--- src/hdl/lsu_macros.svh ---
`ifndef LSU_MACROS_SVH
`define LSU_MACROS_SVH

// data path and address width in bits
`define LSU_DATA_W 32

// data ram depth in 32-bit words
`define LSU_RAM_WORDS 256

// extra cycles the ram waits before ack
// 0 gives the fastest possible ack
`define LSU_RAM_WAIT 1

`endif

--- src/hdl/lsu_pkg.sv ---
`default_nettype none

`include "lsu_macros.svh"

package lsu_pkg;

  // one data or address word
  typedef logic [`LSU_DATA_W-1:0] word_t;

  // one enable bit per byte lane
  typedef logic [`LSU_DATA_W/8-1:0] sel_t;

  // byte offset inside a word
  typedef logic [1:0] off_t;

  // load/store operations
  // bits [1:0] size, bit 2 unsigned load, bit 3 store
  typedef enum logic [3:0] {
    LB  = 4'b0000,
    LH  = 4'b0001,
    LW  = 4'b0010,
    LBU = 4'b0100,
    LHU = 4'b0101,
    SB  = 4'b1000,
    SH  = 4'b1001,
    SW  = 4'b1010
  } lsu_op_e;

endpackage

`default_nettype wire

--- src/hdl/lsu_store_align.sv ---
`timescale 1ns/1ps
`default_nettype none

module lsu_store_align (
  input  wire lsu_pkg::lsu_op_e op,
  input  wire lsu_pkg::word_t   addr,
  input  wire lsu_pkg::word_t   wdata,
  output logic                  we,
  output lsu_pkg::sel_t         sel,
  output lsu_pkg::word_t        bus_addr,
  output lsu_pkg::word_t        bus_wdata,
  output logic                  misaligned
);

  import lsu_pkg::*;

  // bus only sees word addresses
  assign bus_addr = {addr[$bits(word_t)-1:2], 2'b00};

  always_comb
  begin
    we         = 1'b0;
    sel        = '1;
    bus_wdata  = wdata;
    misaligned = 1'b0;
    case (op)
      LB, LBU:
      begin
        // single lane picked by the offset
        sel = sel_t'(4'b0001 << addr[1:0]);
      end
      LH, LHU:
      begin
        sel        = addr[1] ? sel_t'(4'b1100) : sel_t'(4'b0011);
        misaligned = addr[0];
      end
      LW:
      begin
        misaligned = |addr[1:0];
      end
      SB:
      begin
        we        = 1'b1;
        sel       = sel_t'(4'b0001 << addr[1:0]);
        // byte copied to every lane, sel picks the real one
        bus_wdata = {4{wdata[7:0]}};
      end
      SH:
      begin
        we         = 1'b1;
        sel        = addr[1] ? sel_t'(4'b1100) : sel_t'(4'b0011);
        bus_wdata  = {2{wdata[15:0]}};
        misaligned = addr[0];
      end
      SW:
      begin
        we         = 1'b1;
        misaligned = |addr[1:0];
      end
      default:
      begin
        // unknown op treated as a plain word load
        we = 1'b0;
      end
    endcase
  end

endmodule

`default_nettype wire

--- config.mk ---
export PLATFORM = sky130hd
export DESIGN_NAME = lsu_store_align
export DESIGN_NICKNAME = d
export VERILOG_FILES = /design/src/hdl/lsu_pkg.sv /design/src/hdl/lsu_store_align.sv
export VERILOG_INCLUDE_DIRS = /design/src /design/src/hdl
export SDC_FILE = /design/constraint.sdc
export NUM_CORES = 1
export LEC_CHECK = 0
export BUFFER_PORTS_ARGS = -buffer_cell sky130_fd_sc_hd__buf_2
export CAP_MARGIN = 10
export CELL_PAD_IN_SITES_DETAIL_PLACEMENT = 2
export CELL_PAD_IN_SITES_GLOBAL_PLACEMENT = 2
export CORE_AREA = 2 2 86 88
export DETAILED_ROUTE_END_ITERATION = 8
export DIE_AREA = 0 0 88 90
export PLACE_DENSITY = 0.88
export SLEW_MARGIN = 5
export SYNTH_ARGS = -nofsm -noshare
export SYNTH_HDL_FRONTEND = slang
export SYNTH_SLANG_ARGS = --single-unit
--- constraint.sdc ---
create_clock -name vclk -period 2.1
set_input_delay 0.42 -clock vclk [all_inputs]
set_output_delay 0.42 -clock vclk [all_outputs]
set_load 0.01 [all_outputs]
Yosys cells after proc, flatten, opt, wreduce, memory -nomap -nowiden:

Index checks and enable logic that the tools add are counted.

* flip-flop bits (word level): 0
* bits of input ports: 68
* word-level logic and storage cells: 19

* eq/ne operators: 7
* shifts and indexed selects: 1
* reductions and logical operators: 6
* multiplexer cells: 5

Operator list (count)
* 32-bit one-hot mux with 2 select lines: 1
* 4-bit equality test, second input constant: 3
* 3-bit OR reduction: 3
* 4-bit by 3-bit equality test with 1-bit output, second input constant: 2
* 4-bit one-hot mux with 2 select lines: 1
* 4-bit by 1-bit equality test with 1-bit output, second input constant: 1
* 4-bit by 2-bit equality test with 1-bit output, second input constant: 1
* 4-bit logical NOT: 1
* 4-bit 2-to-1 mux: 1
* 2-bit OR reduction: 2
* 1-bit by 2-bit left shift with 4-bit output, first input constant: 1
* 1-bit one-hot mux with 2 select lines: 1
* 1-bit 2-to-1 mux: 1

Logic depth before layout (Yosys ltp):

Gate-level depths: netlist (run 1).

* word-level depth: 3
* mapped depth: 4
* mapped depth without buffers: 2

Worst setup path after synthesis (run 1):

No wires, ideal clock.

* path kind: input port to output port
* from: input op[0]
* to: output bus_wdata[10]
* cell stages on the path: 3
* data required time: 1.680 ns
* path buffers: 1
* slack: 0.273 ns
* data arrival time: 1.407 ns
* cells stage by stage: buf_6 nor4b_4 mux2_2

* word-level cells in the longest chain between the ends: 2
* elaborated cells on any way between the ends: 3

Ends and longest elaborated chain
* from (decl): RTL line lsu_store_align.sv:5 `input wire lsu_pkg::lsu_op_e op,`
* 4-bit equality test: RTL line lsu_store_align.sv:26 `case (op)`
* 32-bit one-hot mux with 2 select lines *: RTL line lsu_store_align.sv:26
* to (decl): RTL line lsu_store_align.sv:11 `output lsu_pkg::word_t bus_wdata,`

Mark *: on every way between the ends. The rest lies on a longest branch, timed or not.

Worst setup path after layout (run 1):

* from: input op[1]
* to: output bus_wdata[8]

The elaborated chain is that of the path after synthesis.

==> results of run 1 <==
## logic make-up after synthesis
family / count (synthesis) / share of synthesized area [%]
AND/OR/NAND/NOR: 7 / 9.72
AO/OA/AOI/OAI: 7 / 4.94
other: 1 / 0.463
multiplexers: 32 / 44.4
buffers and inverters: 44 / 40.4
## worst paths after layout
kind	startpoint	depth (start not counted)	slack, ns	end
min	addr[10]	0	0.84	bus_addr[10]
max	op[1]	5	0.10	bus_wdata[8]
## layer usage
layer	up-vias	share of wire (%)
li1	360	-
met1	374	34
met2	39	57
met3	8	7.5
met4	0	1.3
met5	-	0
## metrics by stage
stage	setup slack [ns]	cell area [sq um]	instances
after floorplan	0.273	815	92
after CTS	0.0546	1060	231
after global placement	0.131	1060	231
after detailed placement	0.0617	1060	231
final	0.100	1060	231
after global routing	0.0216	1060	231
## Yosys cell counts (2+ instances only)
master,n,area (sq um)
sky130_fd_sc_hd__mux2_2,32,360
sky130_fd_sc_hd__a21oi_1,2,10.0
sky130_fd_sc_hd__buf_4,41,308
sky130_fd_sc_hd__o21ai_0,4,20.0
sky130_fd_sc_hd__nor4bb_1,2,20.0
## layout make-up
class                      instances  area, sq um  area share (%)
timing repair buffer              83          445            42.0
tap                               99          124            11.7
inverter                           1         3.75           0.354
multi-input combinational         48          487            45.9
## power groups by stage
stage	registers, mW	logic (mW)	clock network (mW)
floorplan	0	0.174	0
global placement	0	0.207	0
detailed placement	0	0.215	0
CTS	0	0.216	0
global route	0	0.229	0
finish	0	0.209	0
==> flow_summary.rst, run 1 <==
.. list-table::
   :header-rows: 1

   * - Metric
     - Value
   * - Run status
     - finished clean
   * - GR Util met3
     - 0.735%
   * - Peak supply drop
     - roughly 0.037 mV
   * - Largest net degree at the start of global routing
     - 15
   * - Crit path buf inv count
     - 3
   * - Fraction of final layout cells sized beyond drive strength 1
     - 88.6%
   * - RSZ-0062 raised after global routing
     - false
   * - Clock Buffer Count
     - 0
   * - Data arrival time of the worst path
     - 1.58 ns
   * - Max Freq
     - 500 MHz
   * - Postcts setup bufs
     - 0
   * - Setup crit end kind
     - output pin
   * - Seq. cell area
     - 0 sq um
   * - Worst path top cell family by delay
     - buffers and inverters
   * - Cts repair resizes
     - 0
   * - Number of antenna violations at the first check in global routing
     - 0
   * - Sequential fraction of design power
     - 0%
   * - Power share of the clock group
     - 0%
   * - Number of filler cells placed in the layout
     - 854
   * - CP Class
     - in2out
   * - GR met1 Demand/Resource
     - 7.16%
   * - Ratio of final minimum period to clock period
     - between 90 and 100%
   * - Distinct cells, synth
     - 15
   * - Net Sw Frac
     - 46.8%
   * - Maximum net fanout on the critical path
     - 6
   * - Post-synth design cell area
     - 811 sq um
   * - CTS Hold Buffers Added
     - 0
   * - Final RePlAce weighted congestion
     - between 0.6 and 0.7
   * - Commonest non-fill, non-tap cell in the layout
     - sky130_fd_sc_hd__buf_2
   * - Synthesis-to-layout area growth
     - 30.7%
   * - Biggest cell delay along the critical path
     - 0.33 ns
   * - Count of vias placed by the detailed router
     - 781
   * - Met2 usage
     - between 10% and 20%
   * - I/O pin total
     - ~140
   * - Die extent in y
     - 90 microns
   * - Post-layout utilization of the core
     - 15.1%
   * - Global-route wire length before repair
     - 4200 microns
   * - Number of antenna-violating nets in the routed design
     - 0
   * - Total overflow reported by the global router
     - 0
   * - ANT cells
     - 0
   * - Worst-case hold slack
     - about 0.84 ns
   * - Die Span X
     - about 88 microns
   * - Net Switching
     - between 0.09 and 0.1 mW
   * - Minimum clock period
     - 2.00 ns
   * - Gr usage total
     - around 6.7%
   * - Total power density per cell area
     - 197 nW/um^2
   * - Nature of the critical path startpoint
     - input port
   * - Number of iterations in the first detailed-routing pass
     - 2
   * - Number of global-route vias before repair
     - 796
   * - Area of the die
     - a little under 8000 sq um
   * - # port buffers
     - between 70 and 80
   * - Design internal power
     - 0.111 mW
   * - Setup TNS
     - 0 ns
   * - Slew Limit Fails
     - 0
   * - Power Total
     - 0.209 mW
   * - Initial DRC Count
     - 1
   * - Library cell contributing the largest single delay on the critical path
     - sky130_fd_sc_hd__nor4b_4
   * - Cell count after synthesis
     - 91
   * - Class of the most critical hold timing path
     - in2out
   * - Cell type with the highest occurrence count on the critical path
     - sky130_fd_sc_hd__buf_2
   * - Critical Path, Cell by Cell
     - buf_2 > nor4b_4 > buf_4 > mux2_2 > buf_2
   * - Placed wire-length estimate after detailed placement
     - 2550 microns
   * - Static leakage power
     - 0.503 nW
   * - Commonest cells after routing, fill and taps aside
     - sky130_fd_sc_hd__buf_2, sky130_fd_sc_hd__mux2_2, sky130_fd_sc_hd__buf_4
   * - Layout net count
     - around 200
   * - Sequential cell count
     - 0
   * - Number of remaining DRC errors
     - 0
   * - Count of synthesis-stage warnings from yosys
     - 0
   * - Busiest layer in global routing
     - met2
   * - Fraction of power consumed by combinational cells
     - 100.0%
   * - Drt wl/cell
     - 12.4 microns
   * - Area of the core
     - 7020 sq um
   * - Initial cell density of the core
     - 11.5%
   * - Routed via count divided by cell count
     - 3.38
   * - Total routed wirelength
     - around 2900 microns
   * - Count of final hold-check violations
     - 0
   * - Required time worst endpoint
     - 1.68 ns
   * - Share of the yosys chip area belonging to registers
     - 0%
   * - Number of maximum-capacitance constraint violations
     - 0
   * - Total of endpoints with negative setup slack in the final report
     - 0
   * - Mean instance size in the synthesized netlist
     - 8.91 sq um
   * - Number of rows in the core area
     - 31
Power figures use the tool's default switching activity.
==> run 2, diff against run 1 <==
Settings changed: RECOVER_POWER set to 100, REMOVE_ABC_BUFFERS set to 1.
==> run 2 against run 1 <==
  * Setup slack gained 0.033 ns
  * Utilization shrank 0.73 points
  * Sequential cell count is the same
  * Critical path depth is the same
  * Worst hold slack is essentially flat
  * First-iteration DRC count grew to 8.0 times the previous value
  * Final area shrank 4.8%
  * Global-route usage grew 2.3 points
  * Critical endpoint is now bus_wdata[10]
  * Largest cell class unchanged
==> flow_summary.rst, run 2 (synthesis gave the netlist of run 1 again) <==
.. list-table::
   :header-rows: 1

   * - Metric
     - Value
   * - Count of cell instances traversed by the critical path
     - 5 (unchanged)
   * - Number of maximum-capacitance constraint violations
     - 0 (unchanged)
   * - Nature of the critical path startpoint
     - input port
   * - Class of the most critical hold timing path
     - in2out
   * - Design internal power
     - 0.0993 mW (-11%)
   * - ANT cells
     - 0 (unchanged)
   * - Commonest cells after routing, fill and taps aside
     - sky130_fd_sc_hd__buf_2, sky130_fd_sc_hd__clkbuf_1, sky130_fd_sc_hd__mux2_2
   * - I/O pin total
     - 138 (unchanged)
   * - Total routed wirelength
     - 3680 microns (+28%)
   * - Number of antenna violations at the first check in global routing
     - 0 (unchanged)
   * - CTS Hold Buffers Added
     - 0 (unchanged)
   * - Library cell contributing the largest single delay on the critical path
     - sky130_fd_sc_hd__mux2_2
   * - Final worst slack
     - 0.133 ns (+0.0332 ns)
   * - Clock Buffer Count
     - 0 (unchanged)
   * - Drt wl/cell
     - 16.1 microns (+30%)
   * - Number of cells in the finished layout apart from fillers
     - 228 (-1.3%)
   * - Required time worst endpoint
     - 1.68 ns (about the same)
   * - # port buffers
     - 76 (unchanged)
   * - Worst Setup SP
     - op[2]
   * - Number of remaining DRC errors
     - 0 (unchanged)
   * - Post-placement setup slack
     - 0.115 ns (+0.0531 ns)
   * - Count of vias placed by the detailed router
     - 824 (+5.5%)
   * - Postcts setup bufs
     - 0 (unchanged)
   * - Crit path buf inv count
     - 3 (unchanged)
   * - Biggest cell delay along the critical path
     - 0.34 ns (about the same)
   * - Count of final hold-check violations
     - 0 (unchanged)
   * - Number of filler cells placed in the layout
     - 858 (+0.47%)
   * - Data arrival time of the worst path
     - 1.55 ns (-0.03 ns)
   * - Min-delay src
     - addr[18]
   * - Initial DRC Count
     - 8 (+7)
   * - CP Class
     - in2out
   * - Seq. cell area
     - 0 sq um (unchanged)
   * - Cts repair resizes
     - 0 (unchanged)
   * - Fraction of power consumed by combinational cells
     - 100.0% (about the same)
   * - RSZ-0062 raised after global routing
     - false
   * - Total of endpoints with negative setup slack in the final report
     - 0 (unchanged)
   * - # placed instances
     - 228 (-1.3%)
   * - Maximum net fanout on the critical path
     - 8 (+2)
   * - Sequential cell count
     - 0 (unchanged)
   * - Setup crit end kind
     - output pin
   * - Area of the core
     - 7020 sq um (unchanged)
   * - Fraction of final layout cells sized beyond drive strength 1
     - 62.8% (-26 points)
   * - Final RePlAce weighted congestion
     - 0.662 (+8.2%)
   * - Die Span X
     - 88 microns (unchanged)
   * - Max Freq
     - 509 MHz (+1.7%)
   * - Area of the die
     - 7920 sq um (unchanged)
   * - Placed wire-length estimate after detailed placement
     - 3190 microns (+25%)
   * - Commonest non-fill, non-tap cell in the layout
     - sky130_fd_sc_hd__buf_2
   * - Peak supply drop
     - 0.0301 mV (-18%)
   * - Synthesis-to-layout area growth
     - 24.4%
   * - Die extent in y
     - 90 microns (unchanged)
   * - Layout net count
     - 199 (-1.5%)
   * - Timing endpoint of the critical path
     - bus_wdata[10]
   * - Ratio of final minimum period to clock period
     - 93.6% (-1.6 points)
   * - Number of rows in the core area
     - 31 (unchanged)
   * - Run status
     - finished clean
   * - Initial cell density of the core
     - 11.5% (unchanged)
   * - Total power density per cell area
     - 196 nW/um^2 (-0.51%)
   * - Cell type with the highest occurrence count on the critical path
     - sky130_fd_sc_hd__clkbuf_1
   * - Number of antenna-violating nets in the routed design
     - 0 (unchanged)
   * - Power Total
     - 0.198 mW (-5.3%)
   * - Minimum clock period
     - 1.97 ns (-0.0332 ns)
   * - Net Sw Frac
     - 49.8% (+3.0 points)
   * - Slew Limit Fails
     - 0 (unchanged)
   * - Number of global-route vias before repair
     - 937 (+18%)
   * - Power share of the clock group
     - 0% (unchanged)
   * - Largest net degree at the start of global routing
     - 17 (+2)
   * - Routed via count divided by cell count
     - 3.61 (+6.9%)
   * - Global-route wire length before repair
     - 5440 microns (+29%)
   * - Static leakage power
     - 0.402 nW (-20%)
   * - Number of iterations in the first detailed-routing pass
     - 4 (+2)
   * - Gr usage total
     - 9.00% (+2.3 points)
   * - Critical Path, Cell by Cell
     - clkbuf_1 > nor4b_4 > buf_12 > mux2_2 > clkbuf_1
   * - Net Switching
     - 0.0985 mW (+0.81%)
   * - Sequential fraction of design power
     - 0% (unchanged)
   * - Post-layout utilization of the core
     - 14.4% (-0.73 points)
   * - Setup TNS
     - 0 ns (unchanged)
   * - Total overflow reported by the global router
     - 0 (unchanged)
   * - Worst path top cell family by delay
     - buffers and inverters
run 2: changes by cell type in the layout (fill, tap and decap cells not counted), sizes merged:
| cell | previous run | this run |
|---|---|---|
| buf | 83 | 45 |
| clkbuf | 0 | 35 |
run 2: how the worst min path moves through the flow:
stage | endpoint | slack [ns] | depth (start not counted)
4_1_cts | bus_addr[10] | 0.84 | 0
3_5_place_dp | bus_addr[10] | 0.84 | 0
2_1_floorplan | bus_addr[10] | 0.84 | 0
6_report | bus_addr[18] | 0.84 | 0
3_3_place_gp | bus_addr[10] | 0.84 | 0
5_1_grt | bus_addr[10] | 0.84 | 0
run 2: power groups by stage:
| stage | clock network [mW] | registers [mW] | logic [mW] |
|---|---|---|---|
| 2_1_floorplan | 0 | 0 | 0.0897 |
| 3_3_place_gp | 0 | 0 | 0.207 |
| 3_5_place_dp | 0 | 0 | 0.212 |
| 4_1_cts | 0 | 0 | 0.213 |
| 5_1_grt | 0 | 0 | 0.219 |
| 6_report | 0 | 0 | 0.198 |
run 2: stage by stage:
| step | cell area, sq um | hold WS (ns) |
|---|---|---|
| final | 1010 | 0.840 |
| after global routing | 1010 | 0.840 |
| after floorplan | 490 | 0.840 |
| after detailed placement | 1050 | 0.840 |
| after CTS | 1050 | 0.840 |
| after global placement | 1050 | 0.840 |
run 2: layout make-up:
type,instances,area (sq um),share of cell area (%)
inverter,1,3.75,0.372
timing repair buffer,80,394,39.1
multi-input combinational,48,487,48.3
tap,99,124,12.3
run 2: routing by layer:
layer  global-route usage (%)  vias to the layer above  part of all wire (%)
met5                        0                        -                     0
met4                        0                        0                     0
met3                     6.06                        0                    16
met2                     14.0                       82                    46
met1                     11.0                      389                    38
li1                         -                      353                     -
