### config.mk
export PLATFORM = sky130hd
export DESIGN_NAME = lsu_load_extend
export DESIGN_NICKNAME = d
export VERILOG_FILES = /design/src/hdl/lsu_pkg.sv /design/src/hdl/lsu_load_extend.sv
export VERILOG_INCLUDE_DIRS = /design/src /design/src/hdl
export SDC_FILE = /design/constraint.sdc
export NUM_CORES = 1
export LEC_CHECK = 0
export ABC_AREA = 1
export BUFFER_PORTS_ARGS = -buffer_cell sky130_fd_sc_hd__buf_2
export CORE_AREA = 10 10 81 83
export CTS_CLUSTER_DIAMETER = 30
export DETAILED_ROUTE_END_ITERATION = 8
export DIE_AREA = 0 0 91 93
export PLACE_DENSITY = 0.72
export SLEW_MARGIN = 0
export SYNTH_ARGS = -nofsm -noshare
export SYNTH_HDL_FRONTEND = slang
export SYNTH_SLANG_ARGS = --single-unit
### constraint.sdc
create_clock -name clk -period 2.55 [get_ports clk]
set_input_delay 0 -clock clk [delete_from_list [all_inputs] [get_ports clk]]
set_output_delay 0 -clock clk [all_outputs]
set_load 0.01 [all_outputs]
### src/hdl/lsu_macros.svh
`ifndef LSU_MACROS_SVH
`define LSU_MACROS_SVH

// data path and address width in bits
`define LSU_DATA_W 32

// data ram depth in 32-bit words
`define LSU_RAM_WORDS 256

// extra cycles the ram waits before ack
// 0 gives the fastest possible ack
`define LSU_RAM_WAIT 1

`endif

### src/hdl/lsu_pkg.sv
`default_nettype none

`include "lsu_macros.svh"

package lsu_pkg;

  // one data or address word
  typedef logic [`LSU_DATA_W-1:0] word_t;

  // one enable bit per byte lane
  typedef logic [`LSU_DATA_W/8-1:0] sel_t;

  // byte offset inside a word
  typedef logic [1:0] off_t;

  // load/store operations
  // bits [1:0] size, bit 2 unsigned load, bit 3 store
  typedef enum logic [3:0] {
    LB  = 4'b0000,
    LH  = 4'b0001,
    LW  = 4'b0010,
    LBU = 4'b0100,
    LHU = 4'b0101,
    SB  = 4'b1000,
    SH  = 4'b1001,
    SW  = 4'b1010
  } lsu_op_e;

endpackage

`default_nettype wire

### src/hdl/lsu_load_extend.sv
`timescale 1ns/1ps
`default_nettype none

module lsu_load_extend (
  input  wire                   clk,
  input  wire                   rst_n,
  input  wire lsu_pkg::lsu_op_e op,
  input  wire lsu_pkg::off_t    byte_off,
  input  wire                   read_finish,
  input  wire                   write_finish,
  input  wire                   fault_finish,
  input  wire lsu_pkg::word_t   mem_rdata,
  output logic                  done,
  output lsu_pkg::word_t        rdata,
  output logic                  fault
);

  import lsu_pkg::*;

  localparam int W = $bits(word_t);

  logic [7:0]  byte_v;
  logic [15:0] half_v;
  word_t       ext;

  always_comb
  begin
    // addressed byte and half out of the word
    byte_v = mem_rdata[8*byte_off +: 8];
    half_v = byte_off[1] ? mem_rdata[31:16] : mem_rdata[15:0];
    case (op)
      LB:      ext = {{(W-8){byte_v[7]}}, byte_v};
      LBU:     ext = {{(W-8){1'b0}}, byte_v};
      LH:      ext = {{(W-16){half_v[15]}}, half_v};
      LHU:     ext = {{(W-16){1'b0}}, half_v};
      default: ext = mem_rdata;
    endcase
  end

  always_ff @(posedge clk)
  begin
    if (!rst_n)
    begin
      done  <= 1'b0;
      fault <= 1'b0;
    end
    else
    begin
      // any finish ends the access
      done  <= read_finish || write_finish || fault_finish;
      fault <= fault_finish;
    end
  end

  // result word kept until the next load
  always_ff @(posedge clk)
  begin
    if (read_finish)
      rdata <= ext;
  end

  a_one_finish : assert property (@(posedge clk) disable iff (!rst_n)
    $onehot0({read_finish, write_finish, fault_finish}));

endmodule

`default_nettype wire

* Yosys cells after proc, flatten, opt, wreduce, memory -nomap -nowiden
Index checks and enable logic that the tools add are counted.
** Cells by class
- Shifts and indexed selects :: 1
- Equal/unequal tests :: 3
- Muxes and demuxes :: 2
- Reductions and logical operators :: 3
** Operator list (number)
- case mux 32 bit (4 select lines) :: 1
- variable part select 32 x 6 -> 8 bit :: 1
- 2-to-1 mux 16 bit :: 1
- == test 4 x 3 -> 1 bit (second input constant) :: 2
- == test 4 x 1 -> 1 bit (second input constant) :: 1
- logical NOT 4 bit :: 1
- logical OR 1 bit :: 2
** Word-level totals
- Register bits after elaboration :: 34

* Depth between registers and ports, before layout
Gate-level depths: netlist of the first run.
- Word-level depth :: 2
- Mapped depth :: 7

* Worst setup path after synthesis of the first run
OpenSTA, ideal clock, no wires.
- Path kind :: in2reg
- From :: input port byte_off[1]
- To :: register rdata[12], data pin
- Data required time :: 2291 ps
- Library setup time :: 259 ps
- Arrival time :: 581 ps
- Buffers on the path :: 1
- Cell stages on the path :: 4
- Path slack :: 1710 ps
- Cells stage by stage :: buf_2 or2_2 nand3_1 nand3_1
** Between the ends
- Cells in the longest elaborated chain, start to end :: 2
- Elaborated cells between the ends (all ways) :: 3
** RTL lines
- start: declaration :: RTL line lsu_load_extend.sv:8 : input wire lsu_pkg::off_t byte_off,
- variable part select 32 x 6 -> 8 bit or 2-to-1 mux 16 bit (tied branches) :: RTL line lsu_load_extend.sv:29, lsu_load_extend.sv:30
- case mux 32 bit (4 select lines) (*) :: RTL line lsu_load_extend.sv:31 : case (op)
- named net ext[12] :: RTL line lsu_load_extend.sv:24 : word_t ext;
- end signal: assignment :: RTL line lsu_load_extend.sv:59 : rdata <= ext;
- end: declaration :: RTL line lsu_load_extend.sv:14 : output lsu_pkg::word_t rdata,
Mark *: on every way through the listed nets, which the timed path passes. The rest lies on a longest branch.
A chain may end at the register's enable or synchronous reset.

* Final worst setup path of the first run
- From :: input port write_finish
- To :: register done
** Between the ends
- Cells in the longest elaborated chain, start to end :: 2
** RTL lines
- start: declaration :: RTL line lsu_load_extend.sv:10 : input wire write_finish,
- logical OR 1 bit (2 in a row) :: RTL line lsu_load_extend.sv:50 : done <= read_finish || write_finish || fault_finish;
- end signal: assignment :: RTL line lsu_load_extend.sv:50
- end: declaration :: RTL line lsu_load_extend.sv:13 : output logic done,
Every way passes these cells.

==> results.yml, run 1 <==
logic_synthesis:
  syn-cell-area_um2: 1770
  ys.flop_type: "edfxtp_1"
  ys_seq_area_share_pct: 56.5
  avgSynthCellArea_um2: 8.99
  synthArstFlopShare_pct: 0
  synth_nets: 240
  synth_top_area_share_pct: 54.3
  synthTopCellsByCount: "73 x nand2_1, 48 x nand3_1, 32 x edfxtp_1"
  synth-edff-count: 32
  ys_warn_count: 0
  synth_seq_cells: 34
  synth_top_area_cell: "edfxtp_1"
  synth.area.top_cells: "edfxtp_1 54%, nand2_1 15%, nand3_1 14%"
  synthCells: 197
  synth.most_common_cell: "nand2_1"
  yosysUniqueCellTypes: 17
floorplan:
  row_count: 26
  die_w_um: 91
  ioPinCount: 77
  dieArea_um2: 8460
  start_util_pct: 35.3
  core-area_um2: 5010
  die_y_um: 93
drt:
  vias: 1652
  dr.first_iter.drc_count: 127
  vias_per_cell: 4.75
  antenna_left: 0
  drt_wl_total_mm: 5.07
  remaining_drc_errors: 0
  wl_per_cell_um: 14.6
  drt-pass1-iter-count: 4
clock_network:
  cts_root_buf: "clkbuf_8"
  cts_tree: "done"
  htreeDepth: 2
  clock-sinks: 34
  cts_buffer_depth: 2
  cts_buffers: 5
  cts.clk_slew.worst_paths_ps: 70
setup_path:
  cp_top_family: "buffers and inverters"
  cp_cell_sequence: "dlygate4sd3_1, buf_2, o31a_1, dlygate4sd3_1"
  endpoint_kind: "flip-flop"
  cp_slowest_cell: "dlygate4sd3_1"
  worstPathRequired_ps: 2730
  critPathBufInv: 3
  cp_common_cell: "dlygate4sd3_1"
  arrival_ps: 1480
  critical_path.max_stage_delay_ps: 540
  critPathMaxFanout: 1
  critPathKind: "in -> reg"
  start_kind: "input pin"
placement:
  placedCellCount: 336
  placement.io_buffers: 76
  dp_hpwl_mm: 3.82
  gp_congestion: 0.833
  post_dp_cell_area_um2: 2180
power:
  p_leak_uw: 0.00114
  powerDensity_nw_per_um2: 568
  irDropWorstVdd_mv: 0.189
finish:
  diodes: 0
  drive_gt1_share_pct: 36.0
  final_area_um2: 2310
  area_delta_synth_final_pct: 30.5
  fin_nets: 320
  final_core_util_pct: 46.1
  multi_input_area_um2: 674
  fin_cells: 348
  seqCellArea_um2: 1000
  fillers: 516
global_routing:
  track_usage_pct: 12.0
  grt_pass1_wl_mm: 8.13
  grt_pass1_vias: 1654
  antenna_found_initial: 0
  grt_max_degree: 34
  globalRouteOverflowTotal: 0
sta:
  tightest_slew_ps: 721
  finalCriticalPeriod_ps: 1310
  fmax_mhz: 766
  final-setup-viol-count: 0
  slew_viol_final: 0
  period_share_pct: 51.2
  whs_ps: 11.0
  hold_viol: 0
  slew_headroom_pct: 51.9
  rsz0062_at_grt: "false"
  tns_ps: 0
outcome:
  outcome: "completed"
min_path:
  min_from: "mem_rdata[12]"
  hp-class: "in -> reg"
  min_to: "rdata[12]"
  whs_path_depth: 3
flow_run:
  drv_cap: 0
## report_power, final
group	leakage [uW]	switching, uW	total, uW	internal [uW]
clock network	0.0000452	194	386	192
logic	0.000765	140	242	101
registers	0.000329	12.3	685	673
total	0.00114	346	1310	966
## layout by cell type, fill, tap and decap left out, drive strengths merged
cell type	synthesis	layout
inv	9	9
edfxtp	32	32
o31a	1	1
nor2	5	5
clkbuf	3	6
a21oi	1	1
nand2	75	75
dfxtp	2	2
clkinv	0	2
or2	14	14
nand3	50	50
buf	5	77
dlygate4sd3	0	4
## sequential cells by signal, summed over array words and instances (netlist names)
| name | count |
|---|---|
| rdata | 32 |
| done | 1 |
| fault | 1 |
## metal layers
metal	global-route usage (%)	share of wire, %
met1	13.3	39
met2	19.6	50
met3	5.36	9.1
met4	5.22	1.8
met5	0	0
## worst min-delay path, delay by kind of cell
family	cells	cell delay (ps)
and+or+nand+nor	2	100
buffers and inverters	1	80
## worst max path at each step
stage / from / to / slack, ps / depth (start not counted)
after global placement: op[1] / rdata[4] / 1150 / 6
after global routing: op[1] / rdata[0] / 1140 / 6
after floorplan: byte_off[1] / rdata[12] / 1710 / 4
final: write_finish / done / 1240 / 4
after detailed placement: op[1] / rdata[6] / 1060 / 6
after CTS: write_finish / done / 1260 / 4
## repair_timing
action | 4_1_cts | 5_1_grt
hold buffers | 4 | 0
hold endpoints to repair | 2 | 0
buffers inserted | 0 | 0
resized for setup | 0 | 0
## per-stage QoR
stage,setup WS (ps),power [uW]
floorplan,1710,819
global placement,1150,935
detailed placement,1060,938
CTS,1260,1330
global route,1140,1380
finish,1240,1310
## logic make-up after synthesis
group / share of synthesized area [%]
AND/OR/NAND/NOR: 37.3
buffers and inverters: 5.37
AO/OA/AOI/OAI: 0.777
flip-flops: 56.5
## cell type report
class	instances	area share [%]
clock buffers	6	3.14
clock inverters	2	0.596
inverters	9	1.46
multi-input cells	146	29.2
flip-flops and latches	34	43.3
well taps	70	3.79
repair buffers	81	18.5
(Power assumes the default switching activity.)
==> run 2: changes to the inputs <==
Settings changed: ABC_AREA 1 to 0, CORE_AREA 10 10 81 83 to 10 10 80 82, DIE_AREA 0 0 91 93 to 0 0 90 92, PLACE_DENSITY 0.72 to 0.75.
Clock period 2.55 ns to 1.1 ns, I/O delays scaled along.
==> run 2 against run 1 <==
Effect of this change:
- clock power increased by 140%
- critical endpoint is now rdata[12]
- clock-buffer cell count rose by 1
- sequential power grew 130%
- critical path depth is 1 higher
- non-clock buffer count increased by 17
- global-route usage about the same
- die area fell by 2.2%
==> results.yml, run 2 <==
sta:
  rsz0062_at_grt: "false"
  slew_viol_final: 0
  tns_ps: 0
  finalCriticalPeriod_ps: 1000
  slew_headroom_pct: 62.3
  final-setup-viol-count: 0
  whs_ps: 24.3
  hold_viol: 0
  tightest_slew_ps: 562
  period_share_pct: 91.1
  fmax_mhz: 997
setup_path:
  start_kind: "input pin"
  startpoint: "byte_off[0]"
  cp_slowest_cell: "mux2_2"
  cp_cell_sequence: "buf_2, mux2_2, a31oi_1, o31ai_2, a22o_1"
  critPathMaxFanout: 7
  endpoint_kind: "flip-flop"
  arrival_ps: 1040
  critical_path.max_stage_delay_ps: 350
  critPathKind: "in -> reg"
  worstPathRequired_ps: 1140
finish:
  multi_input_area_um2: 657
  seqCellArea_um2: 1000
  fin_nets: 290
  largest_register_ffs: 32
  layout_commonest_cell: "buf_2"
  reg_top3: "rdata: 32 flops, done: 1 flops, fault: 1 flops"
  drive_gt1_share_pct: 48.0
  fin_cells: 319
  final_area_um2: 2440
  final_cell_mix: "76 x buf_2, 32 x edfxtp_1, 19 x nand2_1, 17 x buf_4, 16 x a21oi_1"
  fillers: 459
  area_delta_synth_final_pct: 39.2
  largest-register: "rdata"
global_routing:
  grt_pass1_vias: 1546
  globalRouteOverflowTotal: 0
  grt_max_degree: 34
  antenna_found_initial: 0
  grt_pass1_wl_mm: 7.92
  track_usage_pct: 12.0
clock_network:
  cts.clk_slew.worst_paths_ps: 70
  cts_root_buf: "clkbuf_8"
  cts_tree: "done"
  cts-hold-fix-buffers: 3
  cts_buffer_depth: 2
  cts.repair.resized: 0
  post-cts-setup-buffers: 0
  htreeDepth: 2
  cts_buffers: 5
  clock-sinks: 34
logic_synthesis:
  synthTopCellsByCount: "32 x edfxtp_1, 19 x nand2_1, 16 x a21oi_1"
  ys.flop_type: "edfxtp_1"
  synth_top_area_share_pct: 54.9
  synth-edff-count: 32
  synth_nets: 196
  ys_warn_count: 0
  avgSynthCellArea_um2: 11.4
  synth_top_area_cell: "edfxtp_1"
  synth.most_common_cell: "edfxtp_1"
  syn-cell-area_um2: 1750
  synthCells: 153
  synthArstFlopShare_pct: 0
  synth_seq_cells: 34
  yosysUniqueCellTypes: 31
  ys_seq_area_share_pct: 57.2
  synth.area.top_cells: "edfxtp_1 55%, a21oi_2 6.0%, a21oi_1 4.6%"
power:
  irDropWorstVdd_mv: 0.480
  p_leak_uw: 0.00107
  powerDensity_nw_per_um2: 1320
min_path:
  hp-class: "in -> reg"
  min_from: "mem_rdata[14]"
drt:
  dr.first_iter.drc_count: 97
  antenna_left: 0
  vias_per_cell: 4.80
  drt-pass1-iter-count: 4
  remaining_drc_errors: 0
  wl_per_cell_um: 15.8
  drt_wl_total_mm: 5.04
  vias: 1531
floorplan:
  die_y_um: 92
  die_w_um: 90
  ioPinCount: 77
  dieArea_um2: 8280
  core-area_um2: 4910
  row_count: 26
  start_util_pct: 35.6
placement:
  placedCellCount: 307
  placement.io_buffers: 76
  dp_hpwl_mm: 3.96
  gp_congestion: 0.889
  post_dp_cell_area_um2: 2310
outcome:
  outcome: "completed"
flow_run:
  drv_cap: 0
run 2: changes by cell type after synthesis, sizes merged, moves of 6 or more:
cell   change
mux2i      +6
a22o       +7
a21oi     +27
or2       -12
nor2       +7
nand3     -47
nand2     -56
run 2: metal layers:
| layer | global-route usage [%] | routed length, um | part of all wire, % | vias up |
|---|---|---|---|---|
| li1 | - | - | - | 755 |
| met1 | 13.2 | 2050 | 41 | 722 |
| met2 | 21.3 | 2630 | 52 | 47 |
| met3 | 4.32 | 310 | 6.1 | 7 |
| met4 | 3.18 | 46 | 0.91 | 0 |
| met5 | 0 | 0 | 0 | - |
run 2: cell type report:
type | count | share of cell area, %
clock inverters | 1 | 0.205
diodes | 1 | 0.103
inverters | 5 | 0.770
clock buffers | 7 | 3.54
multi-input cells | 103 | 27.0
repair buffers | 98 | 23.7
well taps | 70 | 3.60
flip-flops and latches | 34 | 41.1
run 2: kinds of logic after synthesis:
group	after synthesis	synth area share, %
AOI/OAI and AO/OA	53	21.4
buffers and inverters	16	5.50
DFF	34	57.2
muxes	10	6.00
and+or+nand+nor	40	9.86
run 2: stage by stage:
step                      utilization [%]  worst slack (ps)  total power, uW
after floorplan                         -              -104             1970
after global placement               47.1              -157             2290
after detailed placement             47.1              -186             2300
after CTS                            49.5               114             3240
after global routing                 49.5              17.9             3370
final                                49.6              97.4             3210
run 2: final timing paths:
check / depth (start not counted) / slack, ps / endpoint
min: 2 / 20 / rdata[14]
max: 5 / 100 / rdata[12]
run 2: power by group:
part	switching (uW)	internal, uW
clock network	435	504
registers	25.9	1560
logic	369	316
total	830	2380
run 2: critical path: cells and delay by family:
family	cells	cell delay, ps
mux	1	350
compound gates	3	570
buf+inv	1	110
==> run 3: changes to the inputs <==
Settings changed: CORE_AREA 10 10 80 82 to 10 10 78 80, DIE_AREA 0 0 90 92 to 0 0 88 90, PLACE_DENSITY 0.75 to 0.76.
Clock period 1.1 ns to 1.2 ns, I/O delays scaled along.
==> run 3 against run 2 <==
Effect of this change:
- critical path depth unchanged
- cell count fell by 5.6%
- non-clock buffer count fell by 1
- clock-buffer cell count rose by 1
- total power is 4.5% lower
- critical path type unchanged
- highest routed layer unchanged
- hold slack improved by 2.3 ps
- largest power group unchanged
- first-iteration DRC count decreased by 35%
==> results.yml, run 3 (synthesized netlist as in run 2, its figures left out) <==
sta:
  final-setup-viol-count: 0
  slew_viol_final: 0
  tightest_slew_ps: 555
  finalCriticalPeriod_ps: 1030
  fmax_mhz: 976
  rsz0062_at_grt: "false"
  slew_headroom_pct: 62.8
  hold_viol: 0
  period_share_pct: 85.4
setup_path:
  critPathKind: "in -> reg"
  critPathMaxFanout: 7
  start_kind: "input pin"
  arrival_ps: 1060
  endpoint_kind: "flip-flop"
  worstPathRequired_ps: 1240
finish:
  fin_nets: 289
  fin_cells: 301
  diodes: 0
  drive_gt1_share_pct: 48.2
  multi_input_area_um2: 657
  layout_commonest_cell: "buf_2"
  fillers: 423
  seqCellArea_um2: 1000
  largest_register_ffs: 32
  area_delta_synth_final_pct: 39.2
  final_cell_mix: "76 x buf_2, 32 x edfxtp_1, 19 x nand2_1, 16 x a21oi_1, 15 x buf_4"
  largest-register: "rdata"
  reg_top3: "rdata: 32 flops, done: 1 flops, fault: 1 flops"
floorplan:
  dieArea_um2: 7920
  die_w_um: 88
  start_util_pct: 38.1
  ioPinCount: 77
  die_y_um: 90
  row_count: 25
  core-area_um2: 4600
drt:
  wl_per_cell_um: 16.8
  vias: 1504
  remaining_drc_errors: 0
  dr.first_iter.drc_count: 63
  drt-pass1-iter-count: 4
  antenna_left: 0
  drt_wl_total_mm: 5.07
  vias_per_cell: 5.00
power:
  irDropWorstVdd_mv: 0.480
  p_total_uw: 3070
  p_leak_uw: 0.00108
  powerDensity_nw_per_um2: 1260
min_path:
  hp-class: "in -> reg"
placement:
  placedCellCount: 290
  gp_congestion: 0.886
  placement.io_buffers: 76
  dp_hpwl_mm: 4.06
outcome:
  outcome: "completed"
clock_network:
  cts_root_buf: "clkbuf_8"
  clock-sinks: 34
  cts_buffer_depth: 2
  cts.clk_slew.worst_paths_ps: 70
  cts_buffers: 5
  htreeDepth: 2
  cts_tree: "done"
global_routing:
  grt_max_degree: 32
  antenna_found_initial: 0
  grt_pass1_wl_mm: 7.80
  track_usage_pct: 12.6
  globalRouteOverflowTotal: 0
  grt_pass1_vias: 1553
flow_run:
  drv_cap: 0
==> run 3: report_power, final <==
part,switching (uW),internal (uW)
clock network,406,579
registers,24.1,1430
logic,335,291
==> run 3: area by class of cell <==
type	instances	area share, %
inverters	5	0.770
well taps	54	2.77
clock buffers	8	4.52
multi-input cells	103	27.0
repair buffers	97	23.9
flip-flops and latches	34	41.1
==> run 3: worst paths after layout <==
kind | end | cells after the start | startpoint
hold / removal | rdata[8] | 2 | mem_rdata[8]
setup / recovery | rdata[11] | 5 | byte_off[0]
==> run 3: metrics by stage <==
| step | hold WS [ps] | utilization, % | setup TNS (ps) | worst slack (ps) | area (um^2) |
|---|---|---|---|---|---|
| after floorplan | 112 | - | -43.2 | -4.32 | 1760 |
| after global placement | 218 | 50.0 | -1190 | -90.1 | 2300 |
| after detailed placement | 219 | 50.0 | -1920 | -122 | 2300 |
| after CTS | 18.4 | 53.2 | 0 | 55.7 | 2450 |
| after global routing | 17.2 | 53.0 | 0 | 124 | 2440 |
| final | 26.6 | 53.0 | 0 | 175 | 2440 |
==> run 3: repair_timing <==
action                                 4_1_cts  5_1_grt
setup endpoints to repair                    0        1
buffers inserted                             0        0
endpoints found under the hold margin        2        0
resized for setup                            0        0
hold buffers                                 4        0
==> run 3: per-layer routing <==
metal	global-route usage, %	wire length, um	share of wire (%)
met1	13.3	1940	38
met2	21.2	2620	52
met3	6.14	455	9.0
met4	3.72	59	1.2
met5	0	0	0
==> run 3: worst max-delay path, cell delays in order <==
cell and delay (ps):
buf_2 110, mux2_2 360, a31oi_1 200, o31ai_2 160
a22o_1 230
