<file path="config.mk">
export PLATFORM = sky130hd
export DESIGN_NAME = sram_wb_master
export DESIGN_NICKNAME = d
export VERILOG_FILES = /design/src/hdl/lsu_pkg.sv /design/src/hdl/sram_wb_master.sv
export VERILOG_INCLUDE_DIRS = /design/src /design/src/hdl
export SDC_FILE = /design/constraint.sdc
export NUM_CORES = 1
export LEC_CHECK = 0
export BUFFER_PORTS_ARGS = -buffer_cell sky130_fd_sc_hd__buf_2
export CORE_MARGIN = 4
export CORE_UTILIZATION = 25
export CTS_BUF_LIST = sky130_fd_sc_hd__clkbuf_8
export DETAILED_ROUTE_END_ITERATION = 7
export SLEW_MARGIN = 25
export SYNTH_ARGS = -nofsm -noshare
export SYNTH_HDL_FRONTEND = slang
export SYNTH_SLANG_ARGS = --single-unit
</file>
<file path="constraint.sdc">
create_clock -name clk -period 4.3 [get_ports clk]
set_input_delay 0.43 -clock clk [delete_from_list [all_inputs] [get_ports clk]]
set_output_delay 0.43 -clock clk [all_outputs]
set_load 0.005 [all_outputs]
</file>
<file path="src/hdl/lsu_macros.svh">
`ifndef LSU_MACROS_SVH
`define LSU_MACROS_SVH

// data path and address width in bits
`define LSU_DATA_W 32

// data ram depth in 32-bit words
`define LSU_RAM_WORDS 256

// extra cycles the ram waits before ack
// 0 gives the fastest possible ack
`define LSU_RAM_WAIT 1

`endif

</file>
<file path="src/hdl/lsu_pkg.sv">
`default_nettype none

`include "lsu_macros.svh"

package lsu_pkg;

  // one data or address word
  typedef logic [`LSU_DATA_W-1:0] word_t;

  // one enable bit per byte lane
  typedef logic [`LSU_DATA_W/8-1:0] sel_t;

  // byte offset inside a word
  typedef logic [1:0] off_t;

  // load/store operations
  // bits [1:0] size, bit 2 unsigned load, bit 3 store
  typedef enum logic [3:0] {
    LB  = 4'b0000,
    LH  = 4'b0001,
    LW  = 4'b0010,
    LBU = 4'b0100,
    LHU = 4'b0101,
    SB  = 4'b1000,
    SH  = 4'b1001,
    SW  = 4'b1010
  } lsu_op_e;

endpackage

`default_nettype wire

</file>
<file path="src/hdl/sram_wb_master.sv">
`timescale 1ns/1ps
`default_nettype none

module sram_wb_master (
  input  wire                 clk,
  input  wire                 rst_n,
  // sram-like slave side
  input  wire                 req,
  input  wire                 wr,
  input  wire lsu_pkg::sel_t  select,
  input  wire lsu_pkg::word_t addr,
  input  wire lsu_pkg::word_t wdata,
  output logic                addr_ok,
  output logic                data_ok,
  output lsu_pkg::word_t      rdata,
  // wishbone classic master side
  input  wire                 ack,
  input  wire lsu_pkg::word_t dat_r,
  output logic                cyc,
  output logic                stb,
  output logic                wb_we,
  output lsu_pkg::word_t      adr,
  output lsu_pkg::sel_t       wb_sel,
  output lsu_pkg::word_t      dat_w
);

  import lsu_pkg::*;

  typedef enum logic {
    ST_IDLE,
    ST_BUSY
  } state_e;

  state_e state;

  // request captured at acceptance
  logic  wr_q;
  sel_t  sel_q;
  word_t addr_q;
  word_t wdata_q;

  // take a new request only while no cycle is open
  assign addr_ok = (state == ST_IDLE) && req;

  always_ff @(posedge clk)
  begin
    if (!rst_n)
    begin
      state <= ST_IDLE;
    end
    else
    begin
      case (state)
        ST_IDLE:
          if (addr_ok)
            state <= ST_BUSY;
        ST_BUSY:
          // cycle closes on the edge that samples ack
          if (ack)
            state <= ST_IDLE;
        default:
          state <= ST_IDLE;
      endcase
    end
  end

  always_ff @(posedge clk)
  begin
    if (addr_ok)
    begin
      wr_q    <= wr;
      sel_q   <= select;
      addr_q  <= addr;
      wdata_q <= wdata;
    end
  end

  // classic cycle, cyc and stb together for the whole transfer
  assign cyc    = (state == ST_BUSY);
  assign stb    = (state == ST_BUSY);
  assign wb_we  = wr_q;
  assign adr    = addr_q;
  assign wb_sel = sel_q;
  assign dat_w  = wdata_q;

  // answer in the ack cycle, read data passes straight through
  assign data_ok = cyc && ack;
  assign rdata   = dat_r;

  // slave answers only a strobed cycle
  a_ack_in_cycle : assert property (@(posedge clk) disable iff (!rst_n)
    ack |-> (cyc && stb));

  // once open, the transfer waits unchanged for the slave
  a_hold_until_ack : assert property (@(posedge clk) disable iff (!rst_n)
    (stb && !ack) |=> (stb && $stable({wb_we, adr, wb_sel, dat_w})));

endmodule

`default_nettype wire

</file>
Word-level counts from Yosys, hierarchy flattened:

Cells that the tools add are included.
Widths: inputs -> output; s select.

* add/subtract/negate cells: 0
* $mul: 0
* divide/modulo/power cells: 0
* magnitude comparators: 0
* equality and inequality tests: 0
* shift operators: 0
* mux-type cells: 3
* bitwise gates (word level): 1
* reductions and logical operators: 2

Operators by type and width (count)
* $logic_and 1x1->1: 2
* $mux 1: 2
* $pmux 1 s2: 1
* $not 1->1: 1

* bits in registers: 70
* bits in latches: 0
* bits in writable memories: 0
* ROM bits: 0
* input bits: 105
* output and inout bits: 105
* logic and storage cells: 11
* memories: 0

Longest topological paths before layout:

Gate-level depths: netlist of the first run.

* depth after elaboration: 4
* depth in mapped cells: 2
* depth with buffers taken out: 2

Worst setup path before layout of the first run:

No wires, ideal clock.

* kind: input-to-reg
* start point: input req
* end point: register addr_q[0] (netlist: adr[0]), enable pin
* setup time: 509 ps
* data arrival time: 3552 ps
* required time: 3791 ps
* slack: 239 ps
* cell stages on the path: 1
* path buffers: 0
* cells stage by stage: nor2b_1

* word-level cells in the longest chain between the ends: 1

Ends and longest elaborated chain
* from (decl): line sram_wb_master.sv:8 `input wire req,`
* $logic_and 1x1->1: line sram_wb_master.sv:43 `assign addr_ok = (state == ST_IDLE) && req;`
* to (signal assigned): line sram_wb_master.sv:73 `addr_q <= addr;`
* to (decl): line sram_wb_master.sv:39 `word_t addr_q;`

Every way passes these cells.
A chain may end at the register's enable or synchronous reset.

Worst setup path in the final report of the first run:

* start point: register state (netlist: cyc)
* end point: output addr_ok

* word-level cells in the longest chain between the ends: 2

Ends and longest elaborated chain
* from (decl): line sram_wb_master.sv:34 `state_e state;`
* from (signal assigned): line sram_wb_master.sv:49 `state <= ST_IDLE;`
* from (signal assigned): line sram_wb_master.sv:56 `state <= ST_BUSY;`
* from (signal assigned): line sram_wb_master.sv:60 `state <= ST_IDLE;`
* $not 1->1
* $logic_and 1x1->1: line sram_wb_master.sv:43
* to (decl): line sram_wb_master.sv:13 `output logic addr_ok,`

Every way passes these cells.

==> results of run 1 <==
[layout by cell type, fill, tap and decap left out]
cell type	n
clkinvlp_4	3
nor2b_4	1
buf_2	145
and2_1	1
inv_1	1
o21a_1	1
inv_6	2
nor2b_1	1
clkbuf_8	9
edfxtp_1	69
buf_4	2
bufinv_16	1
dfxtp_1	1
[cell families after synthesis]
logic type      after synthesis
flops                        70
buf+inv                      33
simple gates                  3
compound gates                1
[state kept, by name, indices dropped and copies added, names as in the netlist]
signal	cells
adr	32
dat_w	32
wb_sel	4
cyc	1
wb_we	1
[synthesized netlist by cell type (all sizes together)]
master  count  share of area, %
buf        33                10
dfxtp       1              0.85
nor2b       2              0.53
o21a        1              0.32
edfxtp     69                88
and2        1              0.26
[through the flow]
step	power (mW)	util, %	worst slack, ns	cell area (um^2)	hold WS, ns
finish	1.435	34.91	2.484	3226	0.2594
global route	1.502	34.91	2.351	3226	0.2299
CTS	1.462	34.91	2.405	3226	0.2350
detailed placement	0.9304	32.77	2.412	3028	0.6081
global placement	0.9267	32.77	2.450	3028	0.6062
floorplan	0.8754	-	0.2390	2366	0.5289
[how the worst min path moves through the flow]
| stage | startpoint | to | slack (ns) |
|---|---|---|---|
| floorplan | addr[0] | adr[0] | 0.53 |
| global route | addr[9] | adr[9] | 0.23 |
| global placement | addr[9] | adr[9] | 0.61 |
| CTS | wdata[22] | dat_w[22] | 0.23 |
| finish | addr[3] | adr[3] | 0.26 |
| detailed placement | wdata[25] | dat_w[25] | 0.61 |
[power breakdown]
group,total [mW],internal (mW),switching (mW)
Sequential,0.809,0.799,0.00992
Combinational,0.102,0.0514,0.0506
Clock,0.524,0.270,0.254
[metal layers]
metal  up-vias  GRT usage, %  wire [um]
met5         -             0          0
met4         0         5.811        127
met3        13         4.103        578
met2        96         14.75       2715
met1       639         10.08       1981
li1        612             -          -
[area by class of cell]
cell class / count / area share (%)
clock buffers: 9 / 3.840
well taps: 129 / 5.004
flip-flops and latches: 70 / 64.86
clock inverters: 7 / 2.289
multi-input cells: 4 / 1.047
repair buffers: 147 / 22.96
[worst max-delay path: stages, from the launching register on]
cell	delay (ns)
dfxtp_1	0.36
nor2b_4	0.47
buf_2	0.22
==> run_results.csv, run 1 <==
group,metric,value,unit
outcome,status,"complete, no violations",
floorplanning,core_area,9240,um^2
setup_path,startpoint,"cyc",
setup_path,path_max_fanout,20,
layout,area_growth,36.33,%
floorplanning,initial_utilization,25.61,%
drt,dr_total_vias,1360,
timing,min_period_over_period,42.24,%
hold_path,min_path_cells,1,
clock_network,clockBufferDepth,2,
synth,synth_fa_ha_area_share,0,%
power,ir_worst_vdd,0.1502,mV
drt,dr.pass1.iters,4,
run,maxCapViolCount,0,
synth,synth_cell_types,6,
clock_network,htreeDepth,3,
synth,synth_seq_cells,70,
drt,antenna_left,0,
timing,tns,0,ns
timing,tightestPinTransition,0.5488,ns
clock_network,cts.sinks,70,
drt,wl_per_cell,14.76,um
setup_path,end_kind,"output port",
clock_network,cts_hold_buf,0,
clock_network,cts_resized,0,
floorplanning,die_w,105.3,um
drt,drc,0,
synth,synth_area_per_cell,22.11,um^2
timing,final-setup-viol-count,0,
synth,synth_nets,212,
clock_network,cts_setup_buffers,0,
drt,via_per_inst,3.716,
global_route,grt_use_total,9.273,%
global_route,grt_pass1_wl,7569,um
place,portBuffers,145,
clock_network,cts-buffers-inserted,9,
power,p_leak,1.364,nW
synth,synth.area.mux_share,0,%
layout,antenna_cells,0,
drt,drt-initial-drc-count,51,
synth,synth_top_family_by_area,"buffers and inverters",
floorplanning,rows,35,
place,placed_cells,350,
clock_network,clock_latency,0.34,ns
setup_path,rr_endpoint,"adr[24]",
clock_network,clk_pin_slew,0.08,ns
global_route,grt_max_degree,33,
setup_path,timing.critical_path.arrival,1.39,ns
layout,instances_no_fill,366,
global_route,grt-ovfl-total,0,
place,gp_congestion,0.6924,
floorplanning,die_height,105.3,um
setup_path,timing.rr.start,"cyc",
power,power.density,444.9,nW/um^2
layout,fin_nets,337,
timing,rsz0062_at_grt,"false",
synth,yosys_warnings,0,
synth,synth_area,2366,um^2
setup_path,critical_path_required,3.87,ns
global_route,antenna_found_initial,0,
synth,synthSimpleGateAreaFrac,0.7932,%
clock_network,cts_tree,"done",
clock_network,clockRootBuffer,"clkbuf_8",
setup_path,rr_worst_depth,2,
setup_path,rrSetupSlack,2.64,ns
floorplanning,io_pins,210,
synth,synth-compound-area-share,0.3173,%
timing,clock_skew,0.008597,ns
layout,fillers,901,
timing,hold_violations,0,
synth,postSynthCellCount,107,
drt,routed_wl,5402,um
hold_path,hp-class,"in -> reg",
synth,synthXorXnorAreaFrac,0,%
layout,drive_above_1_share,68.78,%
timing,drv_slew,0,
synth,synth-seq-area-share,88.42,%
setup_path,critPathLaunchType,"flip-flop",
timing,post-route-min-period,1.816,ns
setup_path,crit_end,"addr_ok",
floorplanning,fp.dieArea,11080,um^2
layout,final-seq-area,2092,um^2
layout,multi_input_comb_area,33.78,um^2
timing,slew_headroom,63.33,%
timing,max_freq,550.6,MHz
global_route,first_global_vias,1365,
setup_path,worstSetupPathType,"reg -> out",
(Power assumes the default switching activity.)
==> run 2: changes to the inputs <==
- ABC_AREA: not set -> 1
- clock period: 4.3 -> 1.5 ns (I/O delays scaled with it)
==> run 2 against run 1 <==
Effect of this change:
- register-to-register slack worse by 2.4 ns
- largest power group unchanged
- global-route usage is 2.1 points higher
- largest cell class unchanged
- sequential share of layout area is 13 points lower
- clock power grew to 3.2 times the previous value
- worst setup slack worse by 2.3 ns
- final cell count is 21% higher
- routed wire length is 16% higher
- cell area is 24% higher
- clock-buffer cell count stayed put
==> run_results.csv, run 2 <==
group,metric,value,unit
global_route,grt-ovfl-total,0,
clock_network,cts_resized,0,
synth,synth_top_cell_by_area,"edfxtp_1",
floorplanning,die_height,105.3,um
timing,drv_slew,0,
timing,post-route-min-period,1.320,ns
synth,synth_nets,215,
timing,rsz0062_at_grt,"false",
timing,hold_violations,0,
clock_network,clk_pin_slew,0.08,ns
setup_path,critical_path_required,1.35,ns
hold_path,hp-class,"in -> reg",
synth,yosys-top-cells-area,"edfxtp_1, buf_4, dfxtp_1",
timing,whs,0.03236,ns
clock_network,clockBufferDepth,2,
setup_path,timing.critical_path.arrival,1.17,ns
synth,synth_flop_cell,"edfxtp_1",
synth,synth_edf_count,69,
power,p_leak,1.710,nW
power,ir_worst_vdd,0.6097,mV
drt,met3_length,761,um
global_route,first_global_vias,1757,
drt,m1WireLength,2139,um
clock_network,cts_tree,"done",
synth,yosys.area.top_type_share,87.48,%
drt,routed_wl,6268,um
layout,mostFrequentLayoutCell,"buf_2",
drt,routed.top_layer,"met4",
synth,synth_area_per_cell,21.53,um^2
place,placed_cells,353,
run,maxCapViolCount,0,
clock_network,clockRootBuffer,"clkbuf_8",
floorplanning,io_pins,210,
layout,drive_above_1_share,54.31,%
global_route,grt_max_degree,24,
drt,drt-initial-drc-count,46,
global_route,grt_pass1_wl,9411,um
power,total_power,4.448,mW
synth,synth_area,2369,um^2
timing,final-setup-viol-count,0,
setup_path,end_kind,"output port",
synth,ys_async_sr_fraction,0,%
clock_network,cts.sinks,70,
floorplanning,fp.dieArea,11100,um^2
layout,antenna_cells,0,
timing,tightestPinTransition,0.2358,ns
outcome,status,"complete, no violations",
synth,synth.most_common_cell,"edfxtp_1",
layout,mostFrequentLayoutCells,"buf_2, edfxtp_1, dlygate4sd3_1",
drt,drc,0,
global_route,antenna_found_initial,0,
layout,fin_nets,413,
global_route,grt_use_total,11.33,%
floorplanning,rows,35,
drt,antenna_left,0,
drt,dr_total_vias,1659,
floorplanning,core_area,9240,um^2
layout,instances_no_fill,442,
synth,yosys_warnings,0,
place,portBuffers,145,
drt,dr_wl_met2,3201,um
drt,wl_per_cell,14.18,um
clock_network,clock_latency,0.34,ns
timing,clock_skew,0.006062,ns
setup_path,worstSetupPathType,"reg -> out",
place,pre_cts_ws,0.2486,ns
floorplanning,initial_utilization,25.63,%
clock_network,cts-buffers-inserted,9,
timing,max_freq,757.3,MHz
place,gp_congestion,0.6227,
power,power.density,1109,nW/um^2
synth,synth-seq-area-share,88.33,%
drt,dr.pass1.iters,4,
synth,synth_common_cells,"edfxtp_1, buf_4, inv_1, nand2_1, nor2_1",
setup_path,critPathLaunchType,"flip-flop",
floorplanning,die_w,105.3,um
clock_network,htreeDepth,3,
setup_path,path_max_fanout,23,
layout,area_growth,69.36,%
timing,fin_ws,0.1796,ns
drt,via_per_inst,3.753,
synth,postSynthCellCount,110,
synth,synth_seq_cells,70,
timing,slew_headroom,84.28,%
synth,synth_cell_types,7,
timing,min_period_over_period,88.03,%
==> run 2: through the flow <==
stage | setup TNS (ns) | area, um^2 | util, %
floorplan | -19.98 | 2377 | -
global placement | 0 | 3044 | 32.95
detailed placement | 0 | 3044 | 32.95
CTS | 0 | 4011 | 43.41
global route | 0 | 4011 | 43.41
finish | 0 | 4011 | 43.41
==> run 2: path summary, 6_finish.rpt <==
path	to	cells past startpoint	slack (ns)	from
min reg2reg	cyc	2	0.54	cyc
max reg2reg	dat_w[25]	3	0.22	cyc
min	cyc	3	0.03	rst_n
max	addr_ok	3	0.18	cyc
==> run 2: repair_timing <==
item                                    in CTS  in global routing
hold buffers                                69                  0
endpoints found under the hold margin       69                  0
endpoints found under the setup margin       1                  0
setup buffers                                3                  0
==> run 2: layout make-up <==
| type | count | area [um^2] |
|---|---|---|
| repair buffers | 220 | 1499 |
| well taps | 129 | 161.4 |
| multi-input cells | 5 | 28.78 |
| fillers | 827 | 5229 |
| clock buffers | 9 | 123.9 |
| clock inverters | 7 | 97.59 |
| inverters | 2 | 7.507 |
| flip-flops and latches | 70 | 2093 |
==> run 2: layer usage <==
metal | vias to the layer above | global-route usage (%)
met5 | - | 0
met4 | 0 | 4.592
met3 | 17 | 6.185
met2 | 109 | 19.72
met1 | 769 | 11.14
li1 | 764 | -
==> run 2: kinds of logic after synthesis <==
family | synth area share (%)
buffers and inverters | 10.78
AND/OR/NAND/NOR | 0.8985
flip-flops | 88.33
==> run 2: power breakdown <==
part / switching [mW] / internal (mW)
clock: 0.717 / 0.941
sequential: 0.0292 / 2.29
combinational: 0.180 / 0.291
==> run 2: critical path, cell delays in order, from the launching register on <==
cell	delay [ns]
dfxtp_2	0.35
nor2_4	0.15
buf_12	0.18
buf_2	0.13
==> run 3: changes to the inputs <==
- ABC_AREA: 1 -> not set
==> run 3 against run 2 <==
Effect of this change:
- critical path type unchanged
- highest routed layer unchanged
- sequential power is essentially flat
- cell area decreased by 1.4%
- total power down 3.9%
- worst setup slack worse by 0.069 ns
- worst hold slack got worse by 0.018 ns
- combinational power fell by 3%
- non-clock buffer count fell by 4
- first-iteration DRC count rose by 26%
- clock skew grew 0.0033 ns
==> run_results.csv, run 3 (synthesis results as in run 1) <==
group,metric,value,unit
global_route,grt-ovfl-total,0,
setup_path,cp_top_family,"buffers and inverters",
layout,post-route-util,42.80,%
setup_path,timing.critical_path.arrival,1.24,ns
global_route,grt_max_degree,37,
drt,drt-initial-drc-count,58,
layout,mostFrequentLayoutCell,"buf_2",
setup_path,crit_path_top_delay_cell,"dfxtp_2",
timing,fin_ws,0.1109,ns
place,placed_area,3034,um^2
floorplanning,fp.dieArea,11080,um^2
power,total_power,4.275,mW
setup_path,crit_buf_inv,2,
setup_path,slowest_delay,0.35,ns
drt,antenna_left,0,
drt,routed_wl,6161,um
power,ir_worst_vdd,0.5193,mV
global_route,grt_use_total,11.08,%
run,maxCapViolCount,0,
clock_network,clockRootBuffer,"clkbuf_8",
layout,fillers,839,
drt,wl_per_cell,14.16,um
clock_network,clk_pin_slew,0.07,ns
drt,dr.pass1.iters,4,
clock_network,cts-buffers-inserted,9,
layout,fin_nets,406,
layout,finalInstanceArea,3955,um^2
place,pre_cts_ws,0.3314,ns
floorplanning,core_area,9240,um^2
timing,tns,0,ns
global_route,first_global_vias,1842,
floorplanning,die_height,105.3,um
setup_path,path_max_fanout,36,
layout,instances_no_fill,435,
place,gp_congestion,0.6617,
layout,drive_above_1_share,53.59,%
outcome,status,"complete, no violations",
place,portBuffers,145,
global_route,grt_pass1_wl,9259,um
timing,min_period_over_period,92.61,%
floorplanning,io_pins,210,
clock_network,cts.sinks,70,
timing,clock_skew,0.009344,ns
place,placed_cells,349,
drt,via_per_inst,3.745,
clock_network,htreeDepth,3,
floorplanning,die_w,105.3,um
timing,max_freq,719.9,MHz
layout,antenna_cells,0,
floorplanning,rows,35,
timing,rsz0062_at_grt,"false",
global_route,antenna_found_initial,0,
power,power.density,1081,nW/um^2
clock_network,cts_resized,0,
setup_path,path_cells,"nor2b_4 -> buf_12 -> buf_2",
drt,drc,0,
hold_path,hp-class,"in -> reg",
power,p_leak,1.670,nW
timing,post-route-min-period,1.389,ns
setup_path,critPathLaunchType,"flip-flop",
clock_network,clock_latency,0.34,ns
setup_path,critical_path_required,1.35,ns
layout,mostFrequentLayoutCells,"buf_2, edfxtp_1, dlygate4sd3_1",
clock_network,clockBufferDepth,2,
clock_network,cts_tree,"done",
timing,hold_violations,0,
timing,final-setup-viol-count,0,
floorplanning,initial_utilization,25.61,%
timing,slew_headroom,86.41,%
layout,area_growth,67.16,%
timing,tightestPinTransition,0.2038,ns
setup_path,end_kind,"output port",
timing,whs,0.01466,ns
timing,drv_slew,0,
setup_path,worstSetupPathType,"reg -> out",
drt,dr_total_vias,1629,
## run 3: layout make-up
class / instances / area [um^2] / area share, %
Multi-Input combinational cell: 4 / 33.78 / 0.8542
Clock inverter: 7 / 73.82 / 1.866
Tap cell: 129 / 161.4 / 4.081
Timing Repair Buffer: 216 / 1469 / 37.14
Sequential cell: 70 / 2093 / 52.93
Clock buffer: 9 / 123.9 / 3.132
## run 3: power by group
group	internal [mW]	leakage (nW)	total [mW]	switching, mW
sequential	2.29	0.671	2.32	0.0290
combinational	0.282	0.905	0.456	0.173
clock	0.773	0.0937	1.50	0.727
total	3.35	1.67	4.27	0.929
## run 3: final timing paths
kind / from / to / slack, ns / depth (start not counted)
min reg2reg: cyc / cyc / 0.70 / 2
min: addr[0] / adr[0] / 0.01 / 1
max reg2reg: cyc / dat_w[15] / 0.31 / 2
max: cyc / addr_ok / 0.11 / 3
## run 3: routing by layer
| metal | track usage, % | wire (um) |
|---|---|---|
| met3 | 3.062 | 520 |
| met1 | 11.08 | 2154 |
| met4 | 6.654 | 176 |
| met5 | 0 | 0 |
| met2 | 20.26 | 3310 |
## run 3: timing repair
action	in CTS	in global routing
setup endpoints to repair	1	0
buffers inserted	0	0
hold endpoints to repair	69	0
hold buffers	69	0
